`src/id_pkg.sv`:
```
// decode stage widths, field types, opcode, alu, branch and operand-select constants
package id_pkg;

  typedef logic [63:0] xlen_t;      // data, pc, immediate
  typedef logic [31:0] inst_t;
  typedef logic [4:0]  gpr_addr_t;
  typedef logic [6:0]  opcode_t;

  // {funct7[5], funct3} for the OP family, add otherwise
  typedef logic [3:0]  alu_op_t;

  typedef logic [2:0]  br_func_t;   // funct3 of the branch
  typedef logic [2:0]  mem_op_t;    // funct3 of load/store, size and sign
  typedef logic [1:0]  src2_sel_t;

  localparam alu_op_t ALU_ADD = 4'd0;

  // alu operand 2
  localparam src2_sel_t SRC2_RS2  = 2'd0;
  localparam src2_sel_t SRC2_IMM  = 2'd1;
  localparam src2_sel_t SRC2_FOUR = 2'd2;  // link address pc + 4

  // branch conditions, straight from funct3
  localparam br_func_t BR_BEQ  = 3'b000;
  localparam br_func_t BR_BNE  = 3'b001;
  localparam br_func_t BR_BLT  = 3'b100;
  localparam br_func_t BR_BGE  = 3'b101;
  localparam br_func_t BR_BLTU = 3'b110;
  localparam br_func_t BR_BGEU = 3'b111;

  // rv64i major opcodes
  localparam opcode_t OPC_LUI     = 7'b0110111;
  localparam opcode_t OPC_AUIPC   = 7'b0010111;
  localparam opcode_t OPC_JAL     = 7'b1101111;
  localparam opcode_t OPC_JALR    = 7'b1100111;
  localparam opcode_t OPC_BRANCH  = 7'b1100011;
  localparam opcode_t OPC_LOAD    = 7'b0000011;
  localparam opcode_t OPC_STORE   = 7'b0100011;
  localparam opcode_t OPC_OPIMM   = 7'b0010011;
  localparam opcode_t OPC_OP      = 7'b0110011;
  localparam opcode_t OPC_OPIMM32 = 7'b0011011;  // addiw, slliw, ...
  localparam opcode_t OPC_OP32    = 7'b0111011;  // addw, subw, ...

  localparam gpr_addr_t GPR_ZERO = 5'd0;

endpackage

```
`src/dec_if.sv`:
```
// decoded-field interface between decoder and issue logic
`timescale 1ns/1ns

interface dec_if
  import id_pkg::*;
();

  gpr_addr_t rs1;
  gpr_addr_t rs2;
  gpr_addr_t rd;
  xlen_t     imm;
  logic      br_en;
  logic      jump;
  logic      jump_reg;       // jalr, target from rs1
  br_func_t  br_func;
  alu_op_t   alu_op;
  logic      alu_src1_pc;
  logic      alu_src1_zero;  // lui
  src2_sel_t alu_src2;
  logic      alu_word;       // 32-bit op, sign-extend result
  logic      gpr_we;
  logic      mem_re;
  logic      mem_we;
  mem_op_t   mem_op;
  logic      invalid;

  modport producer (
    output rs1, rs2, rd, imm, br_en, jump, jump_reg, br_func, alu_op,
           alu_src1_pc, alu_src1_zero, alu_src2, alu_word, gpr_we,
           mem_re, mem_we, mem_op, invalid
  );

  modport consumer (
    input  rs1, rs2, rd, imm, br_en, jump, jump_reg, br_func, alu_op,
           alu_src1_pc, alu_src1_zero, alu_src2, alu_word, gpr_we,
           mem_re, mem_we, mem_op, invalid
  );

endinterface

```
`src/id_latch.sv`:
```
// decode stage latch, valid bit and fetched instruction/pc register
`timescale 1ns/1ns

module id_latch
  import id_pkg::*;
(
  input  logic  i_clk,
  input  logic  i_rst_n,
  input  logic  i_fs_to_ds_valid,
  input  logic  i_allowin,
  input  inst_t i_fs_inst,
  input  xlen_t i_fs_pc,
  output logic  o_valid,
  output inst_t o_inst,
  output xlen_t o_pc
);

  logic  valid_q;
  inst_t inst_q;
  xlen_t pc_q;

  // a bubble from fetch empties the stage when it may move
  always_ff @(posedge i_clk or negedge i_rst_n) begin
    if (!i_rst_n) begin
      valid_q <= 1'b0;
    end else if (i_allowin) begin
      valid_q <= i_fs_to_ds_valid;
    end
  end

  // only a real handoff replaces the held instruction
  always_ff @(posedge i_clk) begin
    if (i_fs_to_ds_valid && i_allowin) begin
      inst_q <= i_fs_inst;
      pc_q   <= i_fs_pc;
    end
  end

  assign o_valid = valid_q;
  assign o_inst  = inst_q;
  assign o_pc    = pc_q;

endmodule

```
`src/id_decoder.sv`:
```
// rv64i field extraction, immediate generation and control decode
`timescale 1ns/1ns

module id_decoder
  import id_pkg::*;
(
  input  inst_t       i_inst,
  dec_if.producer     o_dec
);

  opcode_t     opcode;
  logic [2:0]  funct3;
  logic        funct7_b5;
  xlen_t       imm_i;
  xlen_t       imm_s;
  xlen_t       imm_b;
  xlen_t       imm_u;
  xlen_t       imm_j;

  assign opcode    = i_inst[6:0];
  assign funct3    = i_inst[14:12];
  assign funct7_b5 = i_inst[30];

  // sign-extended immediates of every format
  assign imm_i = {{52{i_inst[31]}}, i_inst[31:20]};
  assign imm_s = {{52{i_inst[31]}}, i_inst[31:25], i_inst[11:7]};
  assign imm_b = {{51{i_inst[31]}}, i_inst[31], i_inst[7], i_inst[30:25],
                  i_inst[11:8], 1'b0};
  assign imm_u = {{32{i_inst[31]}}, i_inst[31:12], 12'b0};
  assign imm_j = {{43{i_inst[31]}}, i_inst[31], i_inst[19:12], i_inst[20],
                  i_inst[30:21], 1'b0};

  // fixed field positions, hazard logic compares them unconditionally
  assign o_dec.rs1     = i_inst[19:15];
  assign o_dec.rs2     = i_inst[24:20];
  assign o_dec.rd      = i_inst[11:7];
  assign o_dec.br_func = funct3;
  assign o_dec.mem_op  = funct3;

  always_comb begin
    o_dec.imm           = '0;
    o_dec.br_en         = 1'b0;
    o_dec.jump          = 1'b0;
    o_dec.jump_reg      = 1'b0;
    o_dec.alu_op        = ALU_ADD;
    o_dec.alu_src1_pc   = 1'b0;
    o_dec.alu_src1_zero = 1'b0;
    o_dec.alu_src2      = SRC2_IMM;
    o_dec.alu_word      = 1'b0;
    o_dec.gpr_we        = 1'b0;
    o_dec.mem_re        = 1'b0;
    o_dec.mem_we        = 1'b0;
    o_dec.invalid       = 1'b0;

    case (opcode)
      OPC_LUI: begin
        o_dec.imm           = imm_u;
        o_dec.alu_src1_zero = 1'b1;  // 0 + imm
        o_dec.gpr_we        = 1'b1;
      end
      OPC_AUIPC: begin
        o_dec.imm         = imm_u;
        o_dec.alu_src1_pc = 1'b1;
        o_dec.gpr_we      = 1'b1;
      end
      OPC_JAL, OPC_JALR: begin
        o_dec.imm         = (opcode == OPC_JAL) ? imm_j : imm_i;
        o_dec.jump        = 1'b1;
        o_dec.jump_reg    = (opcode == OPC_JALR);
        o_dec.alu_src1_pc = 1'b1;       // link value pc + 4
        o_dec.alu_src2    = SRC2_FOUR;
        o_dec.gpr_we      = 1'b1;
      end
      OPC_BRANCH: begin
        o_dec.imm      = imm_b;
        o_dec.br_en    = 1'b1;
        o_dec.alu_src2 = SRC2_RS2;
      end
      OPC_LOAD: begin
        o_dec.imm    = imm_i;
        o_dec.mem_re = 1'b1;
        o_dec.gpr_we = 1'b1;
      end
      OPC_STORE: begin
        o_dec.imm    = imm_s;
        o_dec.mem_we = 1'b1;
      end
      OPC_OPIMM, OPC_OPIMM32: begin
        o_dec.imm      = imm_i;
        // bit 30 only selects srai, elsewhere it is immediate
        o_dec.alu_op   = {(funct3 == 3'b101) & funct7_b5, funct3};
        o_dec.alu_word = (opcode == OPC_OPIMM32);
        o_dec.gpr_we   = 1'b1;
      end
      OPC_OP, OPC_OP32: begin
        o_dec.alu_op   = {((funct3 == 3'b000) || (funct3 == 3'b101)) & funct7_b5, funct3};
        o_dec.alu_src2 = SRC2_RS2;
        o_dec.alu_word = (opcode == OPC_OP32);
        o_dec.gpr_we   = 1'b1;
      end
      default: begin
        o_dec.invalid = 1'b1;  // no side effects downstream
      end
    endcase
  end

endmodule

```
`src/gpr_file.sv`:
```
// 32 x 64 general register file, two async read ports, one write port
`timescale 1ns/1ns

module gpr_file
  import id_pkg::*;
(
  input  logic      i_clk,
  input  logic      i_rst_n,
  input  gpr_addr_t i_raddr1,
  output xlen_t     o_rdata1,
  input  gpr_addr_t i_raddr2,
  output xlen_t     o_rdata2,
  input  logic      i_we,
  input  gpr_addr_t i_waddr,
  input  xlen_t     i_wdata
);

  xlen_t regs [32];

  always_ff @(posedge i_clk or negedge i_rst_n) begin
    if (!i_rst_n) begin
      for (int i = 0; i < 32; i++) begin
        regs[i] <= '0;
      end
    end else if (i_we && (i_waddr != GPR_ZERO)) begin
      regs[i_waddr] <= i_wdata;
    end
  end

  // x0 hard zero, no bypass from the write port
  assign o_rdata1 = (i_raddr1 == GPR_ZERO) ? '0 : regs[i_raddr1];
  assign o_rdata2 = (i_raddr2 == GPR_ZERO) ? '0 : regs[i_raddr2];

endmodule

```
`src/id_issue.sv`:
```
// raw hazard stall, branch resolution and valid/allowin handshake
`timescale 1ns/1ns

module id_issue
  import id_pkg::*;
(
  input  logic      i_valid,
  input  xlen_t     i_pc,
  input  xlen_t     i_fs_pc,
  dec_if.consumer   i_dec,
  input  xlen_t     i_rs1_data,
  input  xlen_t     i_rs2_data,
  input  gpr_addr_t i_es_rd,
  input  gpr_addr_t i_ms_rd,
  input  gpr_addr_t i_ws_rd,
  input  logic      i_es_allowin,
  output gpr_addr_t o_raddr1,
  output gpr_addr_t o_raddr2,
  output logic      o_ds_allowin,
  output logic      o_ds_to_es_valid,
  output logic      o_br_taken,
  output xlen_t     o_br_target
);

  logic  hazard;
  logic  br_cond;
  logic  redirect_pending;
  logic  ds_ready_go;
  xlen_t jalr_sum;

  // a pending write to x0 never blocks
  function automatic logic rd_hit(input gpr_addr_t rd, input gpr_addr_t rs1,
                                  input gpr_addr_t rs2);
    return (rd != GPR_ZERO) && ((rd == rs1) || (rd == rs2));
  endfunction

  assign o_raddr1 = i_dec.rs1;
  assign o_raddr2 = i_dec.rs2;

  assign hazard = rd_hit(i_es_rd, i_dec.rs1, i_dec.rs2)
               || rd_hit(i_ms_rd, i_dec.rs1, i_dec.rs2)
               || rd_hit(i_ws_rd, i_dec.rs1, i_dec.rs2);

  always_comb begin
    case (i_dec.br_func)
      BR_BEQ:  br_cond = (i_rs1_data == i_rs2_data);
      BR_BNE:  br_cond = (i_rs1_data != i_rs2_data);
      BR_BLT:  br_cond = ($signed(i_rs1_data) <  $signed(i_rs2_data));
      BR_BGE:  br_cond = ($signed(i_rs1_data) >= $signed(i_rs2_data));
      BR_BLTU: br_cond = (i_rs1_data <  i_rs2_data);
      BR_BGEU: br_cond = (i_rs1_data >= i_rs2_data);
      default: br_cond = 1'b0;  // 010/011 unused
    endcase
  end

  assign jalr_sum    = i_rs1_data + i_dec.imm;
  assign o_br_target = i_dec.jump_reg ? {jalr_sum[63:1], 1'b0} : i_pc + i_dec.imm;
  assign o_br_taken  = i_valid && ((i_dec.br_en && br_cond) || i_dec.jump);

  // hold until fetch is already on the target path
  assign redirect_pending = o_br_taken && (i_fs_pc != o_br_target);

  assign ds_ready_go      = !hazard && !redirect_pending;
  assign o_ds_allowin     = !i_valid || (ds_ready_go && i_es_allowin);
  assign o_ds_to_es_valid = i_valid && ds_ready_go;

endmodule

```
`src/id_stage.sv`:
```
// decode stage top, latch, decoder, register file and issue logic
`timescale 1ns/1ns

module id_stage
  import id_pkg::*;
(
  input  logic      i_clk,
  input  logic      i_rst_n,
  // from fetch
  input  logic      i_fs_to_ds_valid,
  input  inst_t     i_fs_inst,
  input  xlen_t     i_fs_pc,
  output logic      o_ds_allowin,
  input  logic      i_es_allowin,
  // downstream destinations
  input  gpr_addr_t i_es_rd,
  input  gpr_addr_t i_ms_rd,
  input  gpr_addr_t i_ws_rd,
  // write back
  input  logic      i_rf_we,
  input  gpr_addr_t i_rf_waddr,
  input  xlen_t     i_rf_wdata,
  // to execute
  output logic      o_ds_to_es_valid,
  output xlen_t     o_pc,
  output xlen_t     o_rs1_data,
  output xlen_t     o_rs2_data,
  output xlen_t     o_imm,
  output gpr_addr_t o_rd,
  output alu_op_t   o_alu_op,
  output logic      o_alu_src1_pc,
  output logic      o_alu_src1_zero,
  output src2_sel_t o_alu_src2,
  output logic      o_alu_word,
  output logic      o_gpr_we,
  output logic      o_mem_re,
  output logic      o_mem_we,
  output mem_op_t   o_mem_op,
  output logic      o_invalid,
  // redirect to fetch
  output logic      o_br_taken,
  output xlen_t     o_br_target
);

  logic      ds_valid;
  inst_t     ds_inst;
  xlen_t     ds_pc;
  gpr_addr_t raddr1;
  gpr_addr_t raddr2;

  dec_if u_dec_if ();

  id_latch u_latch (
    .i_clk            (i_clk),
    .i_rst_n          (i_rst_n),
    .i_fs_to_ds_valid (i_fs_to_ds_valid),
    .i_allowin        (o_ds_allowin),
    .i_fs_inst        (i_fs_inst),
    .i_fs_pc          (i_fs_pc),
    .o_valid          (ds_valid),
    .o_inst           (ds_inst),
    .o_pc             (ds_pc)
  );

  id_decoder u_decoder (
    .i_inst (ds_inst),
    .o_dec  (u_dec_if.producer)
  );

  gpr_file u_gprs (
    .i_clk    (i_clk),
    .i_rst_n  (i_rst_n),
    .i_raddr1 (raddr1),
    .o_rdata1 (o_rs1_data),
    .i_raddr2 (raddr2),
    .o_rdata2 (o_rs2_data),
    .i_we     (i_rf_we),
    .i_waddr  (i_rf_waddr),
    .i_wdata  (i_rf_wdata)
  );

  id_issue u_issue (
    .i_valid          (ds_valid),
    .i_pc             (ds_pc),
    .i_fs_pc          (i_fs_pc),
    .i_dec            (u_dec_if.consumer),
    .i_rs1_data       (o_rs1_data),
    .i_rs2_data       (o_rs2_data),
    .i_es_rd          (i_es_rd),
    .i_ms_rd          (i_ms_rd),
    .i_ws_rd          (i_ws_rd),
    .i_es_allowin     (i_es_allowin),
    .o_raddr1         (raddr1),
    .o_raddr2         (raddr2),
    .o_ds_allowin     (o_ds_allowin),
    .o_ds_to_es_valid (o_ds_to_es_valid),
    .o_br_taken       (o_br_taken),
    .o_br_target      (o_br_target)
  );

  // decoded fields go out unregistered, they hold with the latch
  assign o_pc            = ds_pc;
  assign o_imm           = u_dec_if.imm;
  assign o_rd            = u_dec_if.rd;
  assign o_alu_op        = u_dec_if.alu_op;
  assign o_alu_src1_pc   = u_dec_if.alu_src1_pc;
  assign o_alu_src1_zero = u_dec_if.alu_src1_zero;
  assign o_alu_src2      = u_dec_if.alu_src2;
  assign o_alu_word      = u_dec_if.alu_word;
  assign o_gpr_we        = u_dec_if.gpr_we;
  assign o_mem_re        = u_dec_if.mem_re;
  assign o_mem_we        = u_dec_if.mem_we;
  assign o_mem_op        = u_dec_if.mem_op;
  assign o_invalid       = u_dec_if.invalid;

endmodule

```
`config.mk`:
```
export PLATFORM = sky130hd
export DESIGN_NAME = id_stage
export DESIGN_NICKNAME = d
export VERILOG_FILES = /design/src/id_pkg.sv /design/src/dec_if.sv /design/src/id_latch.sv /design/src/id_decoder.sv /design/src/gpr_file.sv /design/src/id_issue.sv /design/src/id_stage.sv
export SDC_FILE = /design/constraint.sdc
export NUM_CORES = 2
export LEC_CHECK = 0
export BUFFER_PORTS_ARGS = -buffer_cell sky130_fd_sc_hd__buf_2
export CORE_MARGIN = 5
export CORE_UTILIZATION = 40
export DETAILED_ROUTE_END_ITERATION = 10
export PLACE_DENSITY = 0.58
export SYNTH_ARGS = -nofsm -noshare
export SYNTH_HDL_FRONTEND = slang
export SYNTH_SLANG_ARGS = --single-unit
```
`constraint.sdc`:
```
create_clock -name i_clk -period 19.8 [get_ports i_clk]
set_clock_uncertainty 0.1 [all_clocks]
set_input_delay 0 -clock i_clk [delete_from_list [all_inputs] [get_ports i_clk]]
set_output_delay 0 -clock i_clk [all_outputs]
set_load 0.1 [all_outputs]
```
======== After elaboration in Yosys (flattened, before gate mapping) ========
Index checks and enable logic that the tools add are counted.
storage, ports and cells
  word-level logic and storage cells ...... 141
  memories ................................ 0
  memory bits (read-only) ................. 0
  latch bits .............................. 0
  input port bits ......................... 185
  bits in registers ....................... 2,145
  bits in writable memories ............... 0
cells by class
  multipliers ............................. 0
  mux-type cells .......................... 27
  equality and inequality tests ........... 25
  reduce and logical (&&, ||, !) cells .... 39
  bitwise operators ....................... 5
  $add $sub $neg .......................... 2
  div/mod/pow operators ................... 0
  shifts and indexed selects .............. 0
  magnitude comparators ................... 8
operators by type and width
  kind                                                                   number
  2048-bit bitwise mux                                                   1
  64-bit binary-select mux with 5-bit select                             2
  64-bit two-way mux                                                     8
  64-bit demux with 5-bit select                                         1
  64-bit case mux with 5 select lines                                    1
  64-bit adder                                                           2
  64-bit greater-or-equal comparator                                     2
  64-bit < comparator                                                    2
  64-bit inequality test                                                 2
  64-bit equality test                                                   1
  5-bit equality test                                                    6
  7-bit by 6-bit equality test with 1-bit output, second input constant  4
  7-bit by 5-bit equality test with 1-bit output, second input constant  3
  7-bit equality test, second input constant                             3
  20-bit two-way mux                                                     1
  5-bit nonzero test                                                     4
  6-bit greater-or-equal comparator, second input constant               3
  5-bit NOT with 6-bit output                                            3
  3-bit equality test, second input constant                             4
  1-bit logical AND                                                      12
  11-bit OR reduction                                                    1
  5-bit zero test                                                        2
  1-bit two-way mux                                                      9
  3-bit OR reduction                                                     3
  other kinds (13)                                                       26

======== Depth between registers and ports, before layout ========
  word-level depth ........................ 16
  gate-level depth with buffers ........... 32
  depth with buffers taken out ............ 24

======== Cells and area by module ========
Synthesis repeated with hierarchy kept, for this count alone.
unflattened totals
  cell total of the unflattened synthesis .. 9,413
  area total of the unflattened synthesis .. 125,818.2 um^2
by module, submodules not included
  module      cells each  area an instance (um^2)  seq. area each (um^2)  instances
  gpr_file    7,065       108,116.2                51,249.2               1
  id_issue    2,082       13,651.8                 0.0                    1
  id_latch    99          2,930.3                  2,907.8                1
  id_decoder  167         1,119.8                  0.0                    1

======== Worst setup path before layout ========
No wires, ideal clock.
  path type ............................... flip-flop to flip-flop
  start point ............................. register u_latch.inst_q[15], in the netlist u_latch.o_inst[15]
  end point ............................... register u_latch.inst_q[0], in the netlist u_latch.o_inst[0], enable pin
  stages on the path, launching flop included .. 32
  clock period less this slack ............ 18.217 ns
  slack ................................... 1.583 ns
  data arrival time ....................... 17.541 ns
  path through ............................ edfxtp_1 buf_6 buf_12 buf_12 buf_12 buf_12 buf_6 buf_12 clkbuf_1 clkbuf_1 buf_1 mux4_2 mux4_2 nand2_1 a21oi_1 ha_1 clkbuf_1 and3_1 a221o_1 a31oi_1 nand3_1 o22ai_1 o21ai_0 a31o_2 and4b_1 a2111oi_0 xnor2_1 nand3_1 nand4b_1 and3b_1 nand4_1 a21boi_1
on the way
  elaborated cells between the ends (all ways) .. 40
  classes of those cells .................. 2 x add/sub; 4 x order compare; 6 x eq/ne; 8 x mux; 1 x bitwise; 19 x reduce/logical
RTL lines
  item                                                    line            text
  start, declared                                         id_latch.sv:19  inst_t inst_q;
  start signal, assigned                                  id_latch.sv:34  inst_q <= i_fs_inst;
  5-bit NOT with 6-bit output (implied by the code)       gpr_file.sv:31  assign o_rdata1 = (i_raddr1 == GPR_ZERO) ? '0 : regs[i_raddr1];
  64-bit binary-select mux with 5-bit select              gpr_file.sv:31
  64-bit two-way mux (implied by the code) (2 in series)  gpr_file.sv:31
  64-bit two-way mux *                                    gpr_file.sv:31
  named net o_rs1_data[5]                                 id_stage.sv:26  output xlen_t o_rs1_data,
  64-bit adder *                                          id_issue.sv:56  assign jalr_sum = i_rs1_data + i_dec.imm;
  64-bit two-way mux *                                    id_issue.sv:57  assign o_br_target = i_dec.jump_reg ? {jalr_sum[63:1], 1'b0} : i_pc + i_dec.imm;
  named net o_br_target[54]                               id_stage.sv:42  output xlen_t o_br_target
  64-bit inequality test *                                id_issue.sv:61  assign redirect_pending = o_br_taken && (i_fs_pc != o_br_target);
  1-bit logical AND *                                     id_issue.sv:61
  1-bit zero test *                                       id_issue.sv:63  assign ds_ready_go = !hazard && !redirect_pending;
  1-bit logical AND *                                     id_issue.sv:63
  1-bit logical AND *                                     id_issue.sv:64  assign o_ds_allowin = !i_valid || (ds_ready_go && i_es_allowin);
  1-bit logical OR *                                      id_issue.sv:64
  1-bit logical AND *                                     id_latch.sv:33  if (i_fs_to_ds_valid && i_allowin) begin
The timed path passes the listed nets; every way through them passes the cells marked *. The select of a mux whose other input is x is not followed.
A chain may end at the register's enable or synchronous reset.

======== Worst setup path in the final report ========
  start point ............................. register u_latch.inst_q[15], in the netlist u_latch.o_inst[15]
  end point ............................... output o_ds_allowin
on the way
  longest elaborated chain between the ends .. 15
  elaborated cells between the ends (all ways) .. 39
  classes of those cells .................. 2 x add/sub; 4 x order compare; 6 x eq/ne; 8 x mux; 1 x bitwise; 18 x reduce/logical
ends and longest elaborated chain
  item                                                                   line            text
  parallel branches: the longest is 12 deep, another holds 64-bit adder  n/a
  1-bit logical AND *                                                    id_issue.sv:63
  1-bit logical AND *                                                    id_issue.sv:64
  1-bit logical OR *                                                     id_issue.sv:64
  end, declared                                                          id_stage.sv:13  output logic o_ds_allowin,
Mark *: on every way between the ends. The select of a mux whose other input is x is not followed.

==> summary.md <==
| Metric | Value |
|---|---|
| Status | `finished clean` |
| CTS Buf Count | `239` |
| Worst Path Class, Setup | `reg -> out` |
| Hold WC Path Type | `in -> reg` |
| Synth Net Count | `9776` |
| Crit path buf inv count | `5` |
| DRT Pass-1 Iters | `6` |
| Detail Placement HPWL | `306.2 mm` |
| Starting DRT DRC Count | `9199` |
| Die Wd | `573.2 µm` |
| CTS tree | `built` |
| Reg power frac | `38.5%` |
| Chip height | `573.2 µm` |
| VDD IR-drop max | `121.6 µV` |
| Slew @ Worst Pin | `1.301 ns` |
| Pint | `10.01 mW` |
| Critical Path RT | `19.70 ns` |
| Critical Path End Type | `output port` |
| Critical path peak fanout | `92` |
| Largest net degree at the start of global routing | `182` |
| Initial core utilization | `40.22%` |
| Slew HR | `13.28%` |
| CTS Hold Buffers Added | `276` |
| Congestion Overflow GR | `0` |
| Post_cts resized | `0` |
| Clock slew at reported path FFs | `0.06 ns` |
| FF+latch count, synth | `2145` |
| Final period util | `60.38%` |
| Initial antenna violation count | `64` |
| Clock share of power | `31.2%` |
| Post-synth top area share | `40.41%` |
| Mapped cell area | `126900 µm²` |
| Max cap viols | `0` |
| First-pass GRT wire length | `701.5 mm` |
| Fin crit period | `11.95 ns` |
| Crit. Startpoint | `u_latch.o_inst[15]` |
| Gp weighted congestion | `0.9770` |
| Post-synth EDFFs | `96` |
| Post-CTS Setup Bufs | `0` |
| Setup violators final | `0` |
| Ys flop type | `dfrtp_1` |
| YS warnings | `0` |
| Vias in the first global route | `93400` |
| Count of different cell masters after synthesis | `133` |
| Power per cell area | `105.8 nW/µm²` |
| DRC Markers | `0` |
| Worst path arrival time | `11.85 ns` |
| Yosys top cell by area | `dfrtp_1` |
| Gate power share | `30.2%` |
| Die area | `328600 µm²` |
| H-tree level count | `4` |
| Switch share | `34.04%` |
| FF-to-FF Start | `u_latch.o_inst[15]` |
| DRT Wirelength | `491.2 mm` |
| Core Rows | `206` |
| Clk Latency, worst-skew pair | `0.93 ns` |
| Clock Path Buffers | `4` |
| Max Fclk | `83.65 MHz` |
| Final nets | `10054` |
| DR vias | `91385` |
| Hold path start | `i_rf_wdata[16]` |
| Num ports | `529` |
| Mapped Cells | `9460` |
| Post-synthesis sequential area ratio | `42.68%` |
| GRT Util Overall | `29.07%` |
| Final hold vios | `0` |
| Critical path's slowest cell | `a2111oi_0` |
| Area Overhead vs Synth | `13.10%` |
| Avg WL per Cell | `34.83 µm` |
| RSZ-0062 raised after global routing | `false` |
| TritonCTS Sinks | `2145` |
| Proportion of layout cells with a drive suffix above 1 | `43.07%` |
| Max Slew Vio Count | `0` |
| Slowest Stage Delay on Critical Path | `0.97 ns` |
| Final ANT Viol Nets | `0` |
| Crit path max-delay family | `compound AO/OA/AOI/OAI gates` |
| Startpoint Class | `flip-flop` |
| P_sw | `5.167 mW` |
| Leakage power | `62.09 nW` |
| Avg Cell Area, Syn | `13.41 µm²` |
| Routed vias/inst | `6.481` |
| Place WS | `8.510 ns` |
| Post-synth ARST share | `95.52%` |
| Port Buffers | `528` |
| Root Buffer | `clkbuf_16` |
| Top cells by area, synth | `dfrtp_1, mux4_2, mux2_2` |
| TNS Setup | `0 ns` |
| Core area | `315500 µm²` |
| Post-route setup slack | `7.845 ns` |
worst paths after layout:
kind | slack [ns] | depth (start not counted) | to
worst max-delay path | 7.85 | 25 | o_ds_allowin
max in group asynchronous | 15.40 | 8 | u_gprs.regs[1486]
min in group asynchronous | 0.36 | 4 | u_gprs.regs[1392]
worst max register to register | 8.16 | 25 | u_latch.o_pc[28]
worst min-delay path | 0.18 | 3 | u_gprs.regs[912]
worst min register to register | 0.28 | 0 | u_gprs.regs[2031]
area by class of cell:
cell class	instances	area [µm²]
diodes	16	40.04
clock buffers	352	7174
clock inverters	76	1120
fillers	28310	172000
inverters	124	475.5
multi-input cells	6203	67960
flip-flops and latches	2145	54160
well taps	4160	5205
repair buffers	1025	7373
cells by family (layout without fill, tap and decap cells):
family | Yosys count | in the layout | share of synthesized area [%]
compound gates | 1054 | 1054 | 5.776
buf+inv | 1112 | 1577 | 4.034
mux | 3456 | 3456 | 39.24
other cells | 0 | 16 | 0
fa+ha+maj | 132 | 132 | 1.312
xor+xnor | 227 | 227 | 1.621
simple gates | 1334 | 1334 | 5.330
flops | 2145 | 2145 | 42.68
cell usage after synthesis (all sizes together), types with 35 or more instances:
library cell  number
mux4            1012
edfxtp            96
o21ai            156
a21o             126
nand2b            85
nand4             96
nor3              82
dfrtp           2049
nor4              45
nand3            186
a31oi             35
a22oi            199
mux2i            440
nand2            400
nor2             221
buf              280
inv              122
xnor2            146
a21oi            214
clkbuf           708
mux2            2004
xor2              76
ha               129
per-layer routing:
metal / vias up / global-route usage, % / wire (µm)
li1: 36731 / - / -
met1: 49102 / 39.15 / 199100
met2: 4426 / 45.91 / 227200
met3: 1110 / 5.130 / 37030
met4: 16 / 13.52 / 27700
met5: - / 0 / 105
worst min-delay path: cells and delay by family:
family   cells  cell delay, ns
mux          1            0.33
buf+inv      2            0.82
cell usage in the layout, fill, tap and decap left out, types with 146 or more instances in the layout:
cell	count
a22oi_1	199
dlygate4sd3_1	274
buf_4	199
nand3_1	183
buf_2	527
dfrtp_1	2049
a21oi_1	210
mux2i_1	440
xnor2_1	146
nor2_1	198
clkbuf_16	246
mux2_2	2002
nand2_1	380
mux4_2	1004
power by group through the flow:
stage               Clock, mW  Sequential [mW]  Combinational, mW
floorplan                   0             5.75               3.29
detailed placement          0             5.90               4.50
global route             4.99             5.94               4.81
CTS                      4.81             5.82               4.57
global placement            0             5.82               4.44
finish                   4.74             5.85               4.59
flip-flops by register name, indices dropped and copies added, names as in the netlist:
| signal | count |
|---|---|
| u_latch.o_valid | 1 |
| u_latch.o_pc | 64 |
| u_gprs.regs | 2048 |
| u_latch.o_inst | 32 |
metrics by stage:
step                hold WS, ns  instance area (µm²)  util, %  cells  power, mW
global route             0.1760               143500    45.48  14092      15.74
CTS                      0.1111               143500    45.47  14085      15.20
floorplan               -0.3956               126900        -   9460      9.035
global placement        0.02739               132400    41.96  13380      10.25
detailed placement      0.04151               132400    41.96  13381      10.40
finish                   0.1759               143500    45.49  14101      15.18
No activity file was read; power rests on OpenSTA's default activity.
